--- src/gpio_pkg.sv ---
////////////////////////////////////////////////////////////
// GPIO package with the register map, widths and shared
// types for the single-bank APB GPIO block
////////////////////////////////////////////////////////////

package gpio_pkg;

    localparam int PAD_NUM = 32;
    localparam int ADDR_W  = 12;
    localparam int DATA_W  = 32;

    // Word offsets, taken from PADDR[6:2]
    localparam logic [4:0] ADDR_PADDIR     = 5'd0;
    localparam logic [4:0] ADDR_GPIOEN     = 5'd1;
    localparam logic [4:0] ADDR_PADIN      = 5'd2;
    localparam logic [4:0] ADDR_PADOUT     = 5'd3;
    localparam logic [4:0] ADDR_PADOUTSET  = 5'd4;
    localparam logic [4:0] ADDR_PADOUTCLR  = 5'd5;
    localparam logic [4:0] ADDR_INTEN      = 5'd6;
    localparam logic [4:0] ADDR_INTTYPE_LO = 5'd7;  // Pads 0..15
    localparam logic [4:0] ADDR_INTTYPE_HI = 5'd8;  // Pads 16..31
    localparam logic [4:0] ADDR_INTSTATUS  = 5'd9;

    typedef logic [PAD_NUM-1:0] pad_vec_t;

    typedef enum logic [1:0]
    {
        INT_FALL = 2'b00,
        INT_RISE = 2'b01,
        INT_BOTH = 2'b10,
        INT_NONE = 2'b11
    } inttype_e;

    // One APB word, either raw or as half a bank of interrupt types
    typedef union packed
    {
        logic [DATA_W-1:0] raw;
        inttype_e [PAD_NUM/2-1:0] inttype;  // Pad k at bits 2k+1:2k
    } apb_word_u;

    typedef struct packed
    {
        pad_vec_t dir;
        pad_vec_t out;
        pad_vec_t inten;
        pad_vec_t en;
        inttype_e [PAD_NUM-1:0] inttype;
    } gpio_cfg_t;

    typedef struct packed
    {
        pad_vec_t rise;
        pad_vec_t fall;
    } pad_edge_t;

endpackage
--- src/gpio_apb.sv ---
////////////////////////////////////////////////////////////
// APB GPIO top, one bank of 32 pads with edge interrupts
////////////////////////////////////////////////////////////
`timescale 1ns/1ps

module gpio_apb
(
    input  logic                        HCLK,
    input  logic                        HRESETn,

    input  logic [gpio_pkg::ADDR_W-1:0] PADDR,
    input  logic [gpio_pkg::DATA_W-1:0] PWDATA,
    input  logic                        PWRITE,
    input  logic                        PSEL,
    input  logic                        PENABLE,
    output logic [gpio_pkg::DATA_W-1:0] PRDATA,
    output logic                        PREADY,
    output logic                        PSLVERR,

    input  gpio_pkg::pad_vec_t          gpio_in,
    output gpio_pkg::pad_vec_t          gpio_in_sync,
    output gpio_pkg::pad_vec_t          gpio_out,
    output gpio_pkg::pad_vec_t          gpio_dir,
    output logic                        interrupt
);

    gpio_pkg::gpio_cfg_t cfg;
    gpio_pkg::pad_edge_t edges;
    gpio_pkg::pad_vec_t  pad_in;
    gpio_pkg::pad_vec_t  status;
    logic                status_clr;

    gpio_apb_regs regs_i
    (
        .HCLK       (HCLK),
        .HRESETn    (HRESETn),
        .PADDR      (PADDR),
        .PWDATA     (PWDATA),
        .PWRITE     (PWRITE),
        .PSEL       (PSEL),
        .PENABLE    (PENABLE),
        .PRDATA     (PRDATA),
        .pad_in     (pad_in),
        .status     (status),
        .cfg        (cfg),
        .status_clr (status_clr)
    );

    gpio_input_sync sync_i
    (
        .HCLK     (HCLK),
        .HRESETn  (HRESETn),
        .gpio_in  (gpio_in),
        .cfg      (cfg),
        .sync_out (gpio_in_sync),
        .pad_in   (pad_in),
        .edges    (edges)
    );

    gpio_edge_irq irq_i
    (
        .HCLK       (HCLK),
        .HRESETn    (HRESETn),
        .cfg        (cfg),
        .edges      (edges),
        .status_clr (status_clr),
        .status     (status),
        .interrupt  (interrupt)
    );

    assign gpio_out = cfg.out;
    assign gpio_dir = cfg.dir;

    assign PREADY  = 1'b1;  // No wait states
    assign PSLVERR = 1'b0;

endmodule

--- src/gpio_apb_regs.sv ---
////////////////////////////////////////////////////////////
// GPIO register block with APB decode, config registers
// and the read data mux
////////////////////////////////////////////////////////////
`timescale 1ns/1ps

module gpio_apb_regs
(
    input  logic                        HCLK,
    input  logic                        HRESETn,

    input  logic [gpio_pkg::ADDR_W-1:0] PADDR,
    input  logic [gpio_pkg::DATA_W-1:0] PWDATA,
    input  logic                        PWRITE,
    input  logic                        PSEL,
    input  logic                        PENABLE,
    output logic [gpio_pkg::DATA_W-1:0] PRDATA,

    input  gpio_pkg::pad_vec_t          pad_in,
    input  gpio_pkg::pad_vec_t          status,
    output gpio_pkg::gpio_cfg_t         cfg,
    output logic                        status_clr
);

    localparam int HALF = gpio_pkg::PAD_NUM / 2;

    logic [4:0]          offset;
    logic                wr_acc;
    logic                rd_acc;
    gpio_pkg::apb_word_u wdata;
    gpio_pkg::apb_word_u rdata;

    assign offset = PADDR[6:2];
    assign wr_acc = PSEL & PENABLE & PWRITE;
    assign rd_acc = PSEL & PENABLE & ~PWRITE;

    assign wdata.raw = PWDATA;

    assign status_clr = rd_acc & (offset == gpio_pkg::ADDR_INTSTATUS);

    always_ff @(posedge HCLK or negedge HRESETn)
    begin
        if (!HRESETn)
        begin
            cfg <= '0;
        end
        else if (wr_acc)
        begin
            case (offset)
                gpio_pkg::ADDR_PADDIR:
                    cfg.dir <= wdata.raw;
                gpio_pkg::ADDR_GPIOEN:
                    cfg.en <= wdata.raw;
                gpio_pkg::ADDR_PADOUT:
                    cfg.out <= wdata.raw;
                gpio_pkg::ADDR_PADOUTSET:
                    cfg.out <= cfg.out | wdata.raw;   // Atomic set
                gpio_pkg::ADDR_PADOUTCLR:
                    cfg.out <= cfg.out & ~wdata.raw;  // Atomic clear
                gpio_pkg::ADDR_INTEN:
                    cfg.inten <= wdata.raw;
                gpio_pkg::ADDR_INTTYPE_LO:
                begin
                    for (int k = 0; k < HALF; k++)
                    begin
                        cfg.inttype[k] <= wdata.inttype[k];
                    end
                end
                gpio_pkg::ADDR_INTTYPE_HI:
                begin
                    for (int k = 0; k < HALF; k++)
                    begin
                        cfg.inttype[k+HALF] <= wdata.inttype[k];
                    end
                end
                default:
                begin
                    cfg <= cfg;  // Read-only or unmapped
                end
            endcase
        end
    end

    // Read mux, zero outside a read access
    always_comb
    begin
        rdata.raw = '0;
        if (rd_acc)
        begin
            case (offset)
                gpio_pkg::ADDR_PADDIR:
                    rdata.raw = cfg.dir;
                gpio_pkg::ADDR_GPIOEN:
                    rdata.raw = cfg.en;
                gpio_pkg::ADDR_PADIN:
                    rdata.raw = pad_in;
                gpio_pkg::ADDR_PADOUT:
                    rdata.raw = cfg.out;
                gpio_pkg::ADDR_INTEN:
                    rdata.raw = cfg.inten;
                gpio_pkg::ADDR_INTTYPE_LO:
                begin
                    for (int k = 0; k < HALF; k++)
                    begin
                        rdata.inttype[k] = cfg.inttype[k];
                    end
                end
                gpio_pkg::ADDR_INTTYPE_HI:
                begin
                    for (int k = 0; k < HALF; k++)
                    begin
                        rdata.inttype[k] = cfg.inttype[k+HALF];
                    end
                end
                gpio_pkg::ADDR_INTSTATUS:
                    rdata.raw = status;
                default:
                    rdata.raw = '0;  // SET, CLR and unmapped
            endcase
        end
    end

    assign PRDATA = rdata.raw;

endmodule

--- src/gpio_edge_irq.sv ---
////////////////////////////////////////////////////////////
// Interrupt type match, interrupt line and status register
////////////////////////////////////////////////////////////
`timescale 1ns/1ps

module gpio_edge_irq
(
    input  logic                HCLK,
    input  logic                HRESETn,

    input  gpio_pkg::gpio_cfg_t cfg,
    input  gpio_pkg::pad_edge_t edges,
    input  logic                status_clr,

    output gpio_pkg::pad_vec_t  status,
    output logic                interrupt
);

    gpio_pkg::pad_vec_t type_hit;
    gpio_pkg::pad_vec_t qual;

    always_comb
    begin
        for (int k = 0; k < gpio_pkg::PAD_NUM; k++)
        begin
            case (cfg.inttype[k])
                gpio_pkg::INT_FALL:
                    type_hit[k] = edges.fall[k];
                gpio_pkg::INT_RISE:
                    type_hit[k] = edges.rise[k];
                gpio_pkg::INT_BOTH:
                    type_hit[k] = edges.rise[k] | edges.fall[k];
                default:
                    type_hit[k] = 1'b0;  // INT_NONE
            endcase
        end
    end

    // Pad must be both interrupt enabled and sync enabled
    assign qual = type_hit & cfg.inten & cfg.en;

    assign interrupt = |qual;

    always_ff @(posedge HCLK or negedge HRESETn)
    begin
        if (!HRESETn)
        begin
            status <= '0;
        end
        else if (interrupt)
        begin
            status <= status | qual;  // New edges win over a clear
        end
        else if (status_clr)
        begin
            status <= '0;
        end
    end

endmodule

--- src/gpio_input_sync.sv ---
////////////////////////////////////////////////////////////
// Per-pad enabled input synchronizer with edge detect
////////////////////////////////////////////////////////////
`timescale 1ns/1ps

module gpio_input_sync
(
    input  logic                HCLK,
    input  logic                HRESETn,

    input  gpio_pkg::pad_vec_t  gpio_in,
    input  gpio_pkg::gpio_cfg_t cfg,

    output gpio_pkg::pad_vec_t  sync_out,
    output gpio_pkg::pad_vec_t  pad_in,
    output gpio_pkg::pad_edge_t edges
);

    gpio_pkg::pad_vec_t stage1;
    gpio_pkg::pad_vec_t stage2;
    gpio_pkg::pad_vec_t stage3;

    always_ff @(posedge HCLK or negedge HRESETn)
    begin
        if (!HRESETn)
        begin
            stage1 <= '0;
            stage2 <= '0;
            stage3 <= '0;
        end
        else
        begin
            for (int k = 0; k < gpio_pkg::PAD_NUM; k++)
            begin
                if (cfg.en[k])  // Disabled pads hold all stages
                begin
                    stage1[k] <= gpio_in[k];
                    stage2[k] <= stage1[k];
                    stage3[k] <= stage2[k];
                end
            end
        end
    end

    assign sync_out = stage2;
    assign pad_in   = stage3;

    assign edges.rise = stage2 & ~stage3;
    assign edges.fall = ~stage2 & stage3;

endmodule

--- config.mk ---
export PLATFORM = sky130hd
export DESIGN_NAME = gpio_apb
export DESIGN_NICKNAME = d
export VERILOG_FILES = /design/src/gpio_pkg.sv /design/src/gpio_apb.sv /design/src/gpio_apb_regs.sv /design/src/gpio_edge_irq.sv /design/src/gpio_input_sync.sv
export SDC_FILE = /design/constraint.sdc
export NUM_CORES = 1
export LEC_CHECK = 0
export BUFFER_PORTS_ARGS = -buffer_cell sky130_fd_sc_hd__buf_4
export CAP_MARGIN = 10
export CORE_MARGIN = 8
export CORE_UTILIZATION = 50
export DETAILED_ROUTE_END_ITERATION = 12
export GPL_TIMING_DRIVEN = 0
export PLACE_DENSITY_LB_ADDON = 0.12
export REMOVE_ABC_BUFFERS = 1
export SLEW_MARGIN = 25
export SYNTH_ARGS = -nofsm -noshare
export SYNTH_HDL_FRONTEND = slang
export SYNTH_SLANG_ARGS = --single-unit
--- constraint.sdc ---
create_clock -name HCLK -period 3.4 [get_ports HCLK]
set_input_delay 0.51 -clock HCLK [delete_from_list [all_inputs] [get_ports HCLK]]
set_output_delay 0.51 -clock HCLK [all_outputs]
set_load 0.01 [all_outputs]
# == Word-level counts from Yosys, hierarchy flattened ==
# Index checks and enable logic that the tools add are counted.
# Widths: inputs -> output; s select.
# classes
mux,37
bitwise_logic,47
n_eq_ne,73
reduce_logical,42
# op_table
operator,count
$pmux 32 s8,1
$and 32x32->32,5
$mux 32,3
$not 32->32,3
$pmux 1 s3,32
$pmux 32 s3,1
$eq 2x1->1 const B,32
$eq 2x2->1 const B,32
$logic_not 2->1,32
$or 32x32->32,2
$or 1x1->1,32
$reduce_or 32->1,1
$eq 5x3->1 const B,4
$reduce_and 2->1,6
$eq 5x2->1 const B,2
$eq 5x4->1 const B,2
$eq 5x1->1 const B,1
$logic_not 5->1,1
$and 1x1->1,4
$reduce_bool 3->1,1
$reduce_bool 2->1,1
$not 1->1,1
# totals
regBits,320
elab_cells,332

# == Depth between registers and ports, before layout ==
# depth
ltp_word,8
ltp_mapped,9
depth_no_buf,8

# == Modules after synthesis ==
# A second synthesis with hierarchy kept.
# unflattened
cells_unflattened,1266
hier_area_um2,15526.1
# modules_own_cells
mod,n_inst,cells_each,area_per_inst_um2,seq_area_each_um2
gpio_apb_regs,1,764,9524.1,4804.6
gpio_input_sync,1,256,3883.7,2402.3
gpio_edge_irq,1,242,2095.8,800.8
gpio_apb,1,4,22.5,0.0

# == Least setup slack after synthesis ==
# No wires, ideal clock.
# synth_path
path_kind,in2out
startpoint,in PADDR[4] in the netlist's numbering
endpoint,out PRDATA[11] in the netlist's numbering
n_path_buf,1
slack_ps,948
path_stages,5
arrival_ps,1942
cell_sequence,or3_1 nor3b_2 clkbuf_1 a222oi_1 a31oi_1
# synth_between
elab_chain_len,3
elab_cells_between_ends,10
# synth_lines
item,line_no,text
"start, declared",gpio_apb.sv:11,"input logic [gpio_pkg::ADDR_W-1:0] PADDR,"
"$eq 5x4->1, or another cell as far along",gpio_apb_regs.sv:90,case (offset)
$pmux 32 s8 *,gpio_apb_regs.sv:90,
$mux 32 *,gpio_apb_regs.sv:88,if (rd_acc)
"end, declared",gpio_apb.sv:16,"output logic [gpio_pkg::DATA_W-1:0] PRDATA,"
# Mark *: on every way between the ends. The rest lies on a longest branch, timed or not.

# == Worst setup path in the final report ==
# layout_path
startpoint,in PADDR[6] in the netlist's numbering
endpoint,out PRDATA[20] in the netlist's numbering
# Same word-level chain as after synthesis.

==> summary.md <==
| Metric | Value |
|---|---|
| CTS Root Cell | clkbuf_16 |
| Post-synth cell types | 46 |
| Setup crit end kind | output pin |
| Run status | completed |
| Share of layout cells above drive strength 1 | 32.34% |
| Vias | 11910 |
| Worst-case clock buffer depth | 3 |
| Max stage delay on crit path | 0.59 ns |
| TritonCTS buffer count | 37 |
| Core Area | approximately 32000 um2 |
| Pre-antenna DRT Iters | 6 |
| Setup Slack @ Placement | -0.4775 ns |
| Crit Reg-Reg Endpoint | irq_i.status[24]$_DFFE_PN0P_ |
| P_sw | ~0.0036 W |
| GRT busiest layer | met2 |
| CTS tree | yes |
| M1 GR Usage | roughly a third |
| Area Growth Syn to Fin | 19.38% |
| DRC | 0 |
| Fin util | about three fifths |
| Wire per inst | 24.09 um |
| Die ar. | 38290 um2 |
| Startpoint types | primary input |
| Vias in the first global route | 12240 |
| Area share of the largest cell type after synthesis | ~50% |
| Met2 Use GR | a little under two fifths |
| Port bufs | 202 |
| Post-detail-place hpwl | 32540 um |
| CP dominant cell by count | buf_4 |
| Final hold vios | 0 |
| Pwr dens | 625.9 nW/um2 |
| Number of max-cap violations | 0 |
| LEAKAGE | ~9 nW |
| Unrepaired setup endpoints after global routing | true |
| Final setup margin | between 0.1 and 0.15 ns |
| IR Drop Worst-Case VDD | around 0.42 mV |
| GPL Wtd Cong | 0.7793 |
| Chip height | slightly below 200 um |
| Ports | 212 |
| Flop-to-flop setup slack | 0.55 ns |
| CP cell instances | buf_4, and4bb_2, buf_12, and2_1, a222oi_1, nand3_1, a21oi_1, nor2_1, buf_4 |
| Least-Margin Pin Slew | between 0.9 and 1 ns |
| CTS Sinks | 320 |
| Ys Warns | 0 |
| Antenna Nets Post-Route | 0 |
| GRT Total Usage | 24.66% |
| Mapped Area | 16140 um2 |
| Vias per std cell | roughly 6 |
| Cell type with the largest total area after synthesis | dfrtp_1 |
| RR Startpoint | sync_i.sync_out[8]$_DFFE_PN0P_ |
| First-pass GRT wire length | 73700 um |
| Worst Path Required | 2.89 ns |
| Starting DRC count in detailed routing | 984 |
| Synth Instances | between 1000 and 1500 |
| Pin count of the biggest net entering global routing | 90 |
| Internal power | 0.008470 W |
| Switch share | 29.78% |
| Clock share of power | 34.7% |
| Met3 Resource Use GR | 5.990% |
| Fin crit share | 96.48% |
| Slowest stage cell, crit path | and2_1 |
| Fin. max-slew vios | 0 |
| H-tree depth | 2 |
| Mean Syn Cell Area | about 11 um2 |
| FP Rows | 65 |
| Placed cell areas | 17880 um2 |
| Initial antenna violation count | 0 |
| Launch point of the worst path | PADDR[6] |
| F_max | 304.8 MHz |
| Worst Hold Class | in2reg |
| Data arrival time of the critical path | 2.77 ns |
| Seq pwr share | ~44% |
| Most area-consuming cells after synthesis | dfrtp_1 50%, mux2_2 12%, ha_1 5.0% |
| Max-slew headroom | about 33% |
| Combinational share of power | a little over a fifth |
| Worst setup path category | in2out |
| Fin area | ~19000 um2 |
| Final Skew | about 0.022 ns |
| Global route overflow | 0 |
| CP Max Fanout | 19 |
| Final setup fails | 0 |
| Clock-pin slew on the worst setup and hold paths | 0.06 ns |
| WL final | 47830 um |
| Die Wd | 195.7 um |
| FF+latch count, synth | 320 |
| Initial Utilization | between 50% and 60% |
| Final worst path period need | between 3 and 4 ns |
| Worst Reg-to-Reg Cells | 10 |
| Clk_lat worst skew | 0.52 ns |
| Sequential fraction of the synthesis area | between 40% and 50% |
| Antenna diodes | 0 |
| Final net count | 1702 |
| Worst Setup EP | PRDATA[20] |
layout by cell type, fill, tap and decap left out, drive strengths merged, types with 15 or more instances in the layout:
cell type and instances:
clkbuf 52, nand2 100, a31oi 25, mux2i 28, dfrtp 320, a22o 25
mux2 217, inv 144, o2111ai 30, ha 64, a222oi 57, buf 234
o21ai 126, nand3 15, a21oi 39, a22oi 35
final cells by class:
class	count	area (um2)
clock buffers	52	1115
clock inverters	13	180.2
fillers	2570	12370
inverters	142	533.0
multi-input cells	821	6872
flip-flops and latches	320	8008
well taps	402	503.0
repair buffers	235	2059
timing repair:
item,in CTS,in global routing
hold endpoints to repair,1,0
endpoints found under the setup margin,5,3
hold buffers,1,0
pin swaps,4,0
resized for setup,1,3
buffers inserted,6,0
cloned,0,0
per-layer routing:
layer,vias up,part of all wire (%)
met4,0,3.0
met2,471,45
li1,5349,-
met1,5992,44
met3,97,8.1
met5,-,0
worst max-delay path: cells and delay by family:
kind	cells	cell delay, ns
AO/OA/AOI/OAI	2	0.25
buffers and inverters	3	0.56
AND/OR/NAND/NOR	4	1.45
registers in the layout, summed over array words and instances (netlist names):
register	flops
irq_i.status	32
sync_i.sync_out	32
regs_i.cfg	192
sync_i.stage1	32
sync_i.pad_in	32
how the worst min path moves through the flow:
stage / startpoint / endpoint / slack, ns / cells past startpoint
global route: gpio_in[14] / sync_i.stage1[14]$_DFFE_PN0P_ / 0.21 / 2
floorplan: HRESETn / irq_i.status[0]$_DFFE_PN0P_ / 0.21 / 0
CTS: gpio_in[0] / sync_i.stage1[0]$_DFFE_PN0P_ / 0.20 / 2
detailed placement: sync_i.stage1[24]$_DFFE_PN0P_ / sync_i.sync_out[24]$_DFFE_PN0P_ / 0.47 / 2
finish: gpio_in[14] / sync_i.stage1[14]$_DFFE_PN0P_ / 0.22 / 2
global placement: sync_i.stage1[24]$_DFFE_PN0P_ / sync_i.sync_out[24]$_DFFE_PN0P_ / 0.46 / 2
cell families (layout without fill, tap and decap cells):
kind of cell | Yosys count | count (layout) | share of synthesized area, %
other | 2 | 2 | 0.04653
buffers and inverters | 288 | 442 | 8.573
adders and majority gates | 64 | 64 | 4.961
AOI/OAI and AO/OA | 342 | 342 | 14.49
and+or+nand+nor | 168 | 168 | 4.976
muxes | 245 | 245 | 17.34
DFF | 320 | 320 | 49.61
power by group through the flow:
stage / Combinational [W] / Sequential [W] / Clock [W]
after floorplan: 0.00135 / 0.00532 / 0
after global placement: 0.00239 / 0.00537 / 0
after detailed placement: 0.00252 / 0.00541 / 0
after CTS: 0.00256 / 0.00535 / 0.00426
after global routing: 0.00287 / 0.00548 / 0.00440
final: 0.00252 / 0.00535 / 0.00419
through the flow:
step | hold slack, ns | total power [W] | TNS (ns) | instances
2_1_floorplan | 0.2144 | 0.006677 | -2.227 | 1283
3_3_place_gp | 0.4577 | 0.007758 | -996.14 | 1887
3_5_place_dp | 0.4685 | 0.007933 | -12.94 | 1913
4_1_cts | 0.2050 | 0.01216 | 0 | 1985
5_1_grt | 0.2096 | 0.01275 | -0.007946 | 1985
6_report | 0.2231 | 0.01206 | 0 | 1985
Yosys cell counts, drive strengths merged:
library cell	count
a21oi	39
or3b	1
nor2	11
a22oi	35
o21a	1
a31oi	25
and3	2
nand2	100
nor3	4
a222oi	57
buf	96
mux2	217
nor4	4
or2	2
a21boi	1
ha	64
clkbuf	50
conb	2
inv	142
nand3	15
dfrtp	320
o2111ai	30
a22o	25
nor2b	11
o21ai	126
a21o	2
nand4	8
mux2i	28
or3	2
nand2b	4
a2111oi	1
nor3b	1
and2	2
and4bb	1
Power figures use the tool's default switching activity.
